[config.mk]
export PLATFORM = sky130hd
export DESIGN_NAME = cd_tx_top
export DESIGN_NICKNAME = d
export VERILOG_FILES = /design/src/common/cd_pkg.sv /design/src/source/cd_tx_ram.sv /design/src/tx/cd_tx_bytes.sv /design/src/tx/cd_crc16.sv /design/src/tx/cd_tx_bits.sv /design/src/source/cd_tx_top.sv
export SDC_FILE = /design/constraint.sdc
export NUM_CORES = 2
export LEC_CHECK = 0
export BUFFER_PORTS_ARGS = -buffer_cell sky130_fd_sc_hd__buf_2
export CAP_MARGIN = 10
export CORE_ASPECT_RATIO = 0.9
export CORE_MARGIN = 2
export CORE_UTILIZATION = 57
export DETAILED_ROUTE_END_ITERATION = 7
export HOLD_SLACK_MARGIN = 0.08
export PLACE_DENSITY = 0.72
export REMOVE_ABC_BUFFERS = 1
export SYNTH_ARGS = -nofsm -noshare
export SYNTH_HDL_FRONTEND = slang
export SYNTH_HIERARCHICAL = 1
export SYNTH_SLANG_ARGS = --single-unit
[constraint.sdc]
create_clock -name clk -period 3.65 [get_ports clk]
set_input_delay 0.1825 -clock clk [delete_from_list [all_inputs] [get_ports clk]]
set_output_delay 0.1825 -clock clk [all_outputs]
set_load 0.02 [all_outputs]
[src/common/cd_pkg.sv]
package cd_pkg;

    // ########################################################################
    // frame layout
    // ########################################################################

    localparam int frame_max = 256;        // frame buffer depth in bytes
    localparam int addr_w    = 8;          // buffer address width
    localparam int hdr_len   = 3;          // src, dst and length ahead of the payload

    // ########################################################################
    // crc-16, modbus flavour
    // ########################################################################

    localparam logic [15:0] crc_init = 16'hffff;
    localparam logic [15:0] crc_poly = 16'ha001;   // reflected form of 0x8005

    // ########################################################################
    // line timing
    // ########################################################################

    // clock cycles spent on each bit of the uart-style character
    localparam logic [15:0] bit_div = 16'd8;

endpackage

[src/source/cd_tx_ram.sv]
module cd_tx_ram
    import cd_pkg::*;
(
    input  logic              clk,
    input  logic              reset,

    // host side
    input  logic              wr_en,
    input  logic [addr_w-1:0] wr_addr,
    input  logic [7:0]        wr_byte,
    input  logic              tx_start,

    // fetcher side
    input  logic              ram_rd_en,
    input  logic [addr_w-1:0] ram_rd_addr,
    input  logic              ram_rd_done,
    output logic [7:0]        ram_rd_byte,
    output logic              ram_unread
);

    logic [7:0] mem [0:frame_max-1];

    // host writes only land while the buffer is not being sent
    always_ff @(posedge clk) begin
        if (wr_en && !ram_unread) begin
            mem[wr_addr] <= wr_byte;
        end
    end

    // registered read port, one cycle behind the address
    always_ff @(posedge clk) begin
        if (ram_rd_en) begin
            ram_rd_byte <= mem[ram_rd_addr];
        end
    end

    // unread flag marks a frame that is waiting for or under transmission
    always_ff @(posedge clk) begin
        if (reset) begin
            ram_unread <= 1'b0;
        end else if (ram_rd_done) begin
            ram_unread <= 1'b0;             // frame sent or aborted
        end else if (tx_start) begin
            ram_unread <= 1'b1;
        end
    end

endmodule

[src/tx/cd_tx_bytes.sv]
module cd_tx_bytes
    import cd_pkg::*;
(
    input  logic              clk,
    input  logic              reset,

    input  logic              user_crc,
    input  logic              abort,

    output logic [7:0]        data,
    output logic              has_data,
    input  logic              ack_data,
    output logic              is_crc_byte,
    output logic              is_last_byte,
    input  logic [15:0]       crc_data,

    input  logic              ram_unread,
    input  logic [7:0]        ram_rd_byte,
    output logic [addr_w-1:0] ram_rd_addr,
    output logic              ram_rd_en,
    output logic              ram_rd_done
);

    // one extra bit so the crc indices past the buffer end still compare
    localparam int cnt_w = $clog2(frame_max) + 1;

    logic [cnt_w-1:0] byte_cnt;
    logic [7:0]       data_len;         // copy of the length byte
    logic             rd_primed;        // first registered read has come back
    logic             frame_active;
    logic [cnt_w-1:0] crc_lo_idx;
    logic [cnt_w-1:0] crc_hi_idx;

    assign frame_active = ram_unread && !ram_rd_done;
    assign ram_rd_en    = frame_active;
    assign ram_rd_addr  = byte_cnt[addr_w-1:0];
    assign has_data     = frame_active && rd_primed;

    assign crc_lo_idx   = cnt_w'(data_len) + cnt_w'(hdr_len);
    assign crc_hi_idx   = crc_lo_idx + 1'b1;
    assign is_crc_byte  = (byte_cnt == crc_lo_idx);
    assign is_last_byte = (byte_cnt == crc_hi_idx);

    // the crc is settled long before its byte is loaded, so a plain mux will do
    always_comb begin
        data = ram_rd_byte;
        if (!user_crc) begin
            if (is_crc_byte) begin
                data = crc_data[7:0];       // low byte goes first
            end else if (is_last_byte) begin
                data = crc_data[15:8];
            end
        end
    end

    always_ff @(posedge clk) begin
        if (reset || !frame_active) begin
            byte_cnt  <= '0;
            data_len  <= '0;
            rd_primed <= 1'b0;
        end else begin
            rd_primed <= 1'b1;
            if (ack_data) begin
                byte_cnt <= byte_cnt + 1'b1;
                if (byte_cnt == cnt_w'(hdr_len - 1)) begin
                    data_len <= ram_rd_byte;
                end
            end
        end
    end

    // frame ends on the last ack or on abort, one cycle wide
    always_ff @(posedge clk) begin
        if (reset) begin
            ram_rd_done <= 1'b0;
        end else begin
            ram_rd_done <= frame_active && (abort || (is_last_byte && ack_data));
        end
    end

endmodule

[src/tx/cd_crc16.sv]
module cd_crc16
    import cd_pkg::*;
(
    input  logic        clk,
    input  logic        reset,
    input  logic        frame_active,
    input  logic        ack_data,
    input  logic [7:0]  data,
    input  logic        is_crc_byte,
    input  logic        is_last_byte,
    output logic [15:0] crc_data
);

    // fold one byte, lsb first, into the reflected crc
    function automatic logic [15:0] crc_byte(input logic [15:0] crc, input logic [7:0] b);
        logic [15:0] c;
        c = crc ^ {8'h00, b};
        for (int i = 0; i < 8; i++) begin
            c = c[0] ? ((c >> 1) ^ crc_poly) : (c >> 1);
        end
        return c;
    endfunction

    always_ff @(posedge clk) begin
        if (reset || !frame_active) begin
            crc_data <= crc_init;
        end else if (ack_data && !is_crc_byte && !is_last_byte) begin
            crc_data <= crc_byte(crc_data, data);   // header and payload only
        end
    end

endmodule

[src/tx/cd_tx_bits.sv]
module cd_tx_bits
    import cd_pkg::*;
(
    input  logic       clk,
    input  logic       reset,

    input  logic [7:0] data,
    input  logic       has_data,
    output logic       ack_data,

    output logic       tx
);

    logic        busy;
    logic [15:0] div_cnt;       // cycles into the current bit
    logic [3:0]  bit_cnt;       // 0 start, 1..8 data, 9 stop
    logic [8:0]  shreg;         // remaining data bits with the stop bit on top
    logic        bit_end;
    logic        stop_end;
    logic        ready;

    // ########################################################################
    // load handshake
    // ########################################################################

    assign bit_end  = (div_cnt == bit_div - 16'd1);
    assign stop_end = busy && bit_end && (bit_cnt == 4'd9);

    // the last cycle of a stop bit counts as idle, so bytes go out back to back
    assign ready    = !busy || stop_end;
    assign ack_data = ready && has_data;

    // ########################################################################
    // bit timing and framing
    // ########################################################################

    always_ff @(posedge clk) begin
        if (reset) begin
            busy    <= 1'b0;
            div_cnt <= '0;
            bit_cnt <= '0;
            tx      <= 1'b1;                // line idles high
        end else if (ack_data) begin
            busy    <= 1'b1;
            div_cnt <= '0;
            bit_cnt <= '0;
            tx      <= 1'b0;                // start bit
        end else if (busy) begin
            if (bit_end) begin
                div_cnt <= '0;
                if (bit_cnt == 4'd9) begin
                    // stop bit done and nothing waiting, line stays high
                    busy <= 1'b0;
                end else begin
                    bit_cnt <= bit_cnt + 4'd1;
                    tx      <= shreg[0];
                end
            end else begin
                div_cnt <= div_cnt + 16'd1;
            end
        end
    end

    // data shifts out lsb first, ones fill in behind for the stop bit
    always_ff @(posedge clk) begin
        if (ack_data) begin
            shreg <= {1'b1, data};
        end else if (busy && bit_end) begin
            shreg <= {1'b1, shreg[8:1]};
        end
    end

endmodule

[src/source/cd_tx_top.sv]
module cd_tx_top
    import cd_pkg::*;
(
    input  logic              clk,
    input  logic              reset,

    input  logic              wr_en,
    input  logic [addr_w-1:0] wr_addr,
    input  logic [7:0]        wr_byte,

    input  logic              tx_start,
    input  logic              user_crc,
    input  logic              abort,

    output logic              tx,
    output logic              tx_busy,
    output logic              tx_done
);

    // buffer <-> fetcher
    logic [addr_w-1:0] ram_rd_addr;
    logic              ram_rd_en;
    logic              ram_rd_done;
    logic [7:0]        ram_rd_byte;
    logic              ram_unread;

    // fetcher <-> serializer
    logic [7:0]        data;
    logic              has_data;
    logic              ack_data;
    logic              is_crc_byte;
    logic              is_last_byte;

    logic [15:0]       crc_data;
    logic              frame_active;

    assign frame_active = ram_unread && !ram_rd_done;   // crc restarts outside a frame
    assign tx_busy      = ram_unread;
    assign tx_done      = ram_rd_done;

    cd_tx_ram u_ram (
        .clk          (clk),
        .reset        (reset),
        .wr_en        (wr_en),
        .wr_addr      (wr_addr),
        .wr_byte      (wr_byte),
        .tx_start     (tx_start),
        .ram_rd_en    (ram_rd_en),
        .ram_rd_addr  (ram_rd_addr),
        .ram_rd_done  (ram_rd_done),
        .ram_rd_byte  (ram_rd_byte),
        .ram_unread   (ram_unread)
    );

    cd_tx_bytes u_bytes (
        .clk          (clk),
        .reset        (reset),
        .user_crc     (user_crc),
        .abort        (abort),
        .data         (data),
        .has_data     (has_data),
        .ack_data     (ack_data),
        .is_crc_byte  (is_crc_byte),
        .is_last_byte (is_last_byte),
        .crc_data     (crc_data),
        .ram_unread   (ram_unread),
        .ram_rd_byte  (ram_rd_byte),
        .ram_rd_addr  (ram_rd_addr),
        .ram_rd_en    (ram_rd_en),
        .ram_rd_done  (ram_rd_done)
    );

    cd_crc16 u_crc (
        .clk          (clk),
        .reset        (reset),
        .frame_active (frame_active),
        .ack_data     (ack_data),
        .data         (data),
        .is_crc_byte  (is_crc_byte),
        .is_last_byte (is_last_byte),
        .crc_data     (crc_data)
    );

    cd_tx_bits u_bits (
        .clk          (clk),
        .reset        (reset),
        .data         (data),
        .has_data     (has_data),
        .ack_data     (ack_data),
        .tx           (tx)
    );

endmodule

; Yosys cells after proc, flatten, opt, wreduce, memory -nomap -nowiden
; Memories as Yosys holds them, arrays and structs flattened. A register that Yosys moved wholly into a read port is not among the register bits.
; Cells that the tools add are included.
[totals]
reg_bits = 66
ram_bits = 2048
inputBits = 22
output_inout_bits = 3
elab_cells = 85
memories = 1
[mem_list]
columns = name, words, width, read_ports, rd_ports_with_merged_regs, wr, line
row1 = u_ram.mem, 256, 8, 1, 1, 1, cd_tx_ram.sv:21  ; logic [7:0] mem [0:frame_max-1];
[op_classes]
n_addsub = 5
n_eq_ne = 6
muxes = 25
bitwise = 10
reduce_logical = 27
[op_table]
columns = op, n
row1 = two-way mux 16 bit, 9
row2 = two-way mux 8 bit, 5
row3 = NOT 2 -> 3 bit, 8
row4 = adder 9 x 1 -> 9 bit (second input constant), 2
row5 = == test 9 bit, 2
row6 = adder 16 x 1 -> 16 bit (second input constant), 1
row7 = == test 16 x 3 -> 1 bit (second input constant), 1
row8 = XOR 16 x 8 -> 16 bit, 1
row9 = two-way mux 1 bit, 11
row10 = logical AND 1 bit, 10
row11 = adder 8 x 2 -> 9 bit (second input constant), 1
row12 = == test 9 x 2 -> 1 bit (second input constant), 1
row13 = zero test 1 bit, 6
row14 = AND reduction 3 bit, 2
row15 = nonzero test 2 bit, 3
row16 = adder 4 x 1 -> 4 bit (second input constant), 1
row17 = == test 4 bit (second input constant), 1
row18 = OR reduction 2 bit, 2
row19 = logical OR 1 bit, 3
row20 = != test 2 bit (second input constant), 1
row21 = AND reduction 2 bit, 1
row22 = NOT 1 bit, 1

; Logic depth before layout (Yosys ltp)
[depth]
ltp_word = 23
ltp_mapped = 16

; Cells and area by module
; The synthesis kept the hierarchy.
[modules_own_cells]
columns = module, n_inst, cells_each, area_per_inst_um2, seq_area_each_um2
row1 = cd_tx_ram, 1, 3719, 79460.0, 61759.2
row2 = cd_tx_bytes, 1, 218, 1801.7, 380.4
row3 = cd_tx_bits, 1, 141, 1445.1, 680.7
row4 = cd_crc16, 1, 85, 780.7, 320.3
row5 = cd_tx_top, 1, 1, 13.8, 0.0

; Worst setup path after synthesis
; No wires, ideal clock.
[synth_timing]
kind = reg2reg
start = reg u_bytes.data_len[0]
end = reg u_crc.crc_data[14]
arrival_time_ns = 3.795
t_required_ns = 3.528
setup_slack_ns = -0.267
path_stages_with_launch = 16
n_path_buf = 2
synth_period_minus_slack_ns = 3.917
path_cell_list = dfxtp_1 -> buf_2 -> inv_1 -> ha_1 -> buf_2 -> nand3b_4 -> or3_1 -> a2111oi_1 -> o32a_2 -> nand3_4 -> o221a_1 -> xnor2_2 -> xor2_1 -> xnor3_2 -> or4_1 -> o311a_1
[synth_between]
elab_chain_cells = 16
word_cells_on_any_way = 26
cone_classes = 2 x add/sub / 2 x eq/ne / 11 x mux / 7 x bitwise / 4 x reduce/logical
[synth_rtl]
columns = item, line
row1 = start: declaration, cd_tx_bytes.sv:28  ; logic [7:0] data_len;
row2 = start signal: assignment, cd_tx_bytes.sv:66  ; data_len <= ram_rd_byte;
row3 = adder 8 x 2 -> 9 bit *, cd_tx_bytes.sv:39  ; assign crc_lo_idx = cnt_w'(data_len) + cnt_w'(hdr_len);
row4 = adder 9 x 1 -> 9 bit, cd_tx_bytes.sv:40  ; assign crc_hi_idx = crc_lo_idx + 1'b1;
row5 = == test 9 bit, cd_tx_bytes.sv:42  ; assign is_last_byte = (byte_cnt == crc_hi_idx);
row6 = two-way mux 8 bit, cd_tx_bytes.sv:50  ; end else if (is_last_byte) begin
row7 = two-way mux 8 bit *, cd_tx_bytes.sv:48  ; if (is_crc_byte) begin
row8 = two-way mux 8 bit *, cd_tx_bytes.sv:47  ; if (!user_crc) begin
row9 = named net data[2], cd_tx_top.sv:28  ; logic [7:0] data;
row10 = XOR 16 x 8 -> 16 bit *, cd_crc16.sv:17  ; c = crc ^ {8'h00, b};
row11 = two-way mux 16 bit *, cd_crc16.sv:19  ; c = c[0] ? ((c >> 1) ^ crc_poly) : (c >> 1);
row12 = NOT 2 -> 3 bit (no line), n/a
row13 = two-way mux 16 bit * (7 in a row), cd_crc16.sv:19
row14 = end signal: assignment, cd_crc16.sv:26  ; crc_data <= crc_init;
row15 = end signal: assignment, cd_crc16.sv:28  ; crc_data <= crc_byte(crc_data, data);
row16 = end: declaration, cd_crc16.sv:11  ; output logic [15:0] crc_data
; The timed path passes the listed nets; every way through them passes the cells marked *.
; A chain may end at the register's enable or synchronous reset.

; Final worst setup path
[layout_timing]
start = reg u_bytes.data_len[1]
end = reg u_crc.crc_data[15]
[layout_between]
elab_chain_cells = 16
word_cells_on_any_way = 27
cone_classes = 2 x add/sub / 2 x eq/ne / 11 x mux / 8 x bitwise / 4 x reduce/logical
[layout_rtl]
columns = item, line
row1 = adder 8 x 2 -> 9 bit *, cd_tx_bytes.sv:39
row2 = adder 9 x 1 -> 9 bit, cd_tx_bytes.sv:40
row3 = == test 9 bit, cd_tx_bytes.sv:42
row4 = two-way mux 8 bit, cd_tx_bytes.sv:50
row5 = two-way mux 8 bit *, cd_tx_bytes.sv:48
row6 = two-way mux 8 bit *, cd_tx_bytes.sv:47
row7 = named net data[4], cd_tx_top.sv:28
row8 = XOR 16 x 8 -> 16 bit *, cd_crc16.sv:17
row9 = two-way mux 16 bit * (3 in a row), cd_crc16.sv:19
row10 = NOT 2 -> 3 bit (no line), n/a
row11 = two-way mux 16 bit * (5 in a row), cd_crc16.sv:19
; Marked as above.

==> impl_results.md <==
* Run status: finished with violations
* Failing checks: setup timing
* Post-layout min period at 3789 ps
* Initial antenna violation count at 6
* Worst slew margin at 0.2855
* Crit path required time at 4340 ps
* Fmax at 263.9 MHz
* Die width at 407.5 microns
* Clk slew on worst S/H paths at 60 ps
* Setup WS post-layout at -138.8 ps
* Most common cell in the synthesized netlist: edfxtp_1
* CP Max Fanout at 8
* Synth cell types at 87
* Arrival time of the worst setup path at 4480 ps
* Clk sinks at 2122
* Reg2Reg Depth at 15
* Core area at 145800 sq um
* Number of flops mapped to enable cells by yosys at 2064
* DRT iter0 DRCs at 5880
* Layout Nets at 4435
* Area of the mapped netlist at 83500 sq um
* P&R area growth vs syn at 12.09%
* I/O pins at 25
* Worst R2R Start: u_bytes/data_len[1]$_SDFFE_PN0P_
* Crit path kind: reg -> reg
* CP endpoint kind: flop
* Final Hold Vio Count at 0
* Most used DFF post-synth: edfxtp_1
* Std-Cell Rows at 133
* Die Y at 367.1 microns
* Maximum VDD drop at 0.5132 mV
* Worst-margin pin slew at 1068 ps
* Share of flip-flops with an asynchronous set or reset at 0
* Clock Tree Buf Depth at 3
* Post-route DRC at 0
* Pint at 38.07 mW
* Per-cell routed wire length at 30.01 microns
* Initial core utilization at 0.5728
* Vias in the first global route at 42250
* Synth area leaders: edfxtp_1 74%, mux4_2 12%, a22oi_1 1.6%
* Leakage at 28.35 nW
* P_sw at 9.481 mW
* CTS tree: yes
* # fillers at 9648
* Dominant cell type by area after synthesis: edfxtp_1
* Max_cap viols at 0
* H-tree levels at 4
* Hold slack at 75.70 ps
* Setup violators final at 2
* Uppermost layer routed: met5
* Setup repair after global routing missed its margin: yes
* DIE AREA at 149600 sq um
* Post-synthesis register bit count at 2122
* Synth top area share at 0.7423
* Via Count at 42760
* Detailed Route WL at 195800 microns
* Sequential power share at 0.563
* Dpl cells at 6139
* CTS root buf: clkbuf_16
* Mapped Cells at 4164
* Commonest cells in the netlist: 2064 x edfxtp_1, 457 x mux4_2, 299 x nor2_1
* Slowest-stage cell, CP: or4_1
* Vias/cell at 6.553
* Fin cells at 6525
* Clock skew at 43.33 ps
* Syn avg cell area at 20.05 sq um
* Total grt overflow at 0
* Wire length on met2 at 91000 microns
* Sw frac at 0.1994
* Worst hold path type: in -> reg
* Wl on met1 at 77220 microns
* Critical Path Source: u_bytes/data_len[1]$_SDFFE_PN0P_
* Clock network fraction of total power at 0.419
* Critical Path Start Type: flop
* Max Transition Viols Final at 0
* Proportion of layout cells with a drive suffix above 1 at 0.2410
* DP Wirelength at 118600 microns
* CP max stage delay at 520 ps
* Metal3 WL at 21110 microns
* First-pass GRT wire length at 287300 microns
* Total Routing Usage GR at 0.2618
* Largest net degree at the start of global routing at 138
* Clock latency at the later pin of the worst-skew pair at 840 ps
* Pre-antenna DRT Iters at 5
* Reg2Reg Setup Slack at -140 ps
* Comb pwr share at 0.018
* IO buf count at 24
* P per Cell Area at 508.1 nW/um^2
* Synth warn at 6
* Placer congestion estimate at 0.9009
* Crit path cell chain: inv_1 > ha_4 > or4_1 > nand2_1 > buf_4 > a21oi_1 > o32ai_1 > buf_4 > o21ai_0 > o221a_1 > xnor2_1 > xnor2_2 > xnor3_2 > or4_1 > o311a_1
* Number of CTS-inserted buffers at 201
* Post-synthesis sequential area ratio at 0.7562
* Critical path endpoint: u_crc/crc_data[15]$_SDFFE_PP1P_
* Routed Antenna Nets at 0
* Worst R2R End: u_crc/crc_data[15]$_SDFFE_PP1P_
* Final period utilization at 1.038
==> worst min path at each step <==
stage,startpoint,to,slack (ps),depth (start not counted)
6_report,wr_byte[3],u_ram/mem[81][3]$_DFFE_PP_,80,1
5_1_grt,wr_byte[3],u_ram/mem[83][3]$_DFFE_PP_,130,1
4_1_cts,wr_addr[0],u_ram/mem[167][1]$_DFFE_PP_,90,4
3_5_place_dp,abort,u_bytes/ram_rd_done$_SDFF_PP0_,430,3
3_3_place_gp,abort,u_bytes/ram_rd_done$_SDFF_PP0_,440,3
2_1_floorplan,reset,u_bits/busy$_SDFF_PP0_,250,1
==> power by group through the flow <==
stage / clock (mW) / sequential, mW / combinational, mW
2_1_floorplan: 0 / 27.3 / 0.314
3_3_place_gp: 0 / 27.3 / 0.783
3_5_place_dp: 0 / 27.3 / 0.813
4_1_cts: 20.2 / 26.8 / 0.830
5_1_grt: 21.1 / 26.8 / 0.900
6_report: 19.9 / 26.8 / 0.842
==> worst max-delay path: cells and delay by family (launching register included) <==
family | cells | cell delay, ps
and+or+nand+nor | 3 | 1130
xor gates and xnor gates | 3 | 840
adders and majority gates | 1 | 200
buffers and inverters | 3 | 440
AOI/OAI and AO/OA | 5 | 730
DFF | 1 | 340
==> metal layers <==
metal | up-vias | GRT usage
met5 | - | 0
met4 | 4 | 0.08654
met3 | 379 | 0.06468
met2 | 2280 | 0.3951
met1 | 22340 | 0.3801
li1 | 17750 | -
==> cell families (layout without fill, tap and decap cells) <==
logic type               after synthesis  in the layout  share of synthesized area
AO/OA/AOI/OAI                        501            501                    0.04196
buffers and inverters                278            679                    0.01943
multiplexers                         600            600                     0.1406
flip-flops                          2122           2122                     0.7562
XOR/XNOR                              52             52                   0.006069
other                                  0              3                          0
AND/OR/NAND/NOR                      604            604                    0.03469
adder cells (fa/ha/maj)                7              7                   0.001049
==> cell type report <==
| cell class | count | area, sq um | area share |
|---|---|---|---|
| Tap cell | 1957 | 2449 | 0.02616 |
| Clock inverter | 113 | 957.2 | 0.01023 |
| Antenna cell | 3 | 7.507 | 0.00008021 |
| Inverter | 13 | 48.80 | 0.0005213 |
| Clock buffer | 249 | 5295 | 0.05657 |
| Multi-Input combinational cell | 1764 | 18970 | 0.2027 |
| Sequential cell | 2122 | 63160 | 0.6747 |
| Timing Repair Buffer | 304 | 2713 | 0.02898 |
==> flip-flops by register name (all words and copies together), names as in the netlist, 4 cells and up <==
register and flops:
u_bits/shreg 8, u_crc/crc_data 16, u_bytes/data_len 8, u_ram/ram_rd_byte 8, u_bytes/byte_cnt 9, u_bits/div_cnt 16, u_bits/bit_cnt 4, u_ram/mem 2048
==> metrics by stage <==
step,utilization,TNS (ps),cell area [sq um],total power [mW],setup WS [ps]
finish,0.6421,-273.6,93600,47.56,-138.8
global route,0.6421,-763.2,93600,48.80,-307.7
CTS,0.6410,-283.3,93440,47.82,-145.2
detailed placement,0.5964,-874.1,86950,28.10,-347.3
global placement,0.5964,-638.6,86950,28.07,-268.2
floorplan,-,-1019670,81930,27.62,-21540
==> placed cells by master, fill, tap and decap left out, drive strengths merged, types with 16 or more instances in the layout <==
master / count
nor4: 18
mux2i: 127
o221ai: 34
nor2: 299
a211oi: 17
nor2b: 19
inv: 20
a21oi: 129
a22oi: 177
or3: 22
dfxtp: 58
mux4: 457
buf: 281
nand4: 26
mux2: 16
clkinv: 89
clkbuf: 257
nand3: 44
o22ai: 23
nor3: 41
o21ai: 34
nand2: 65
xnor2: 29
edfxtp: 2064
xor2: 21
==> what timing repair did <==
action	in CTS	in global routing
hold buffers	15	0
gates resized for setup	14	28
setup endpoints to repair	3	11
buffers inserted	4	2
endpoints found under the hold margin	577	0
pin swaps	3	6
Power figures use the tool's default switching activity.
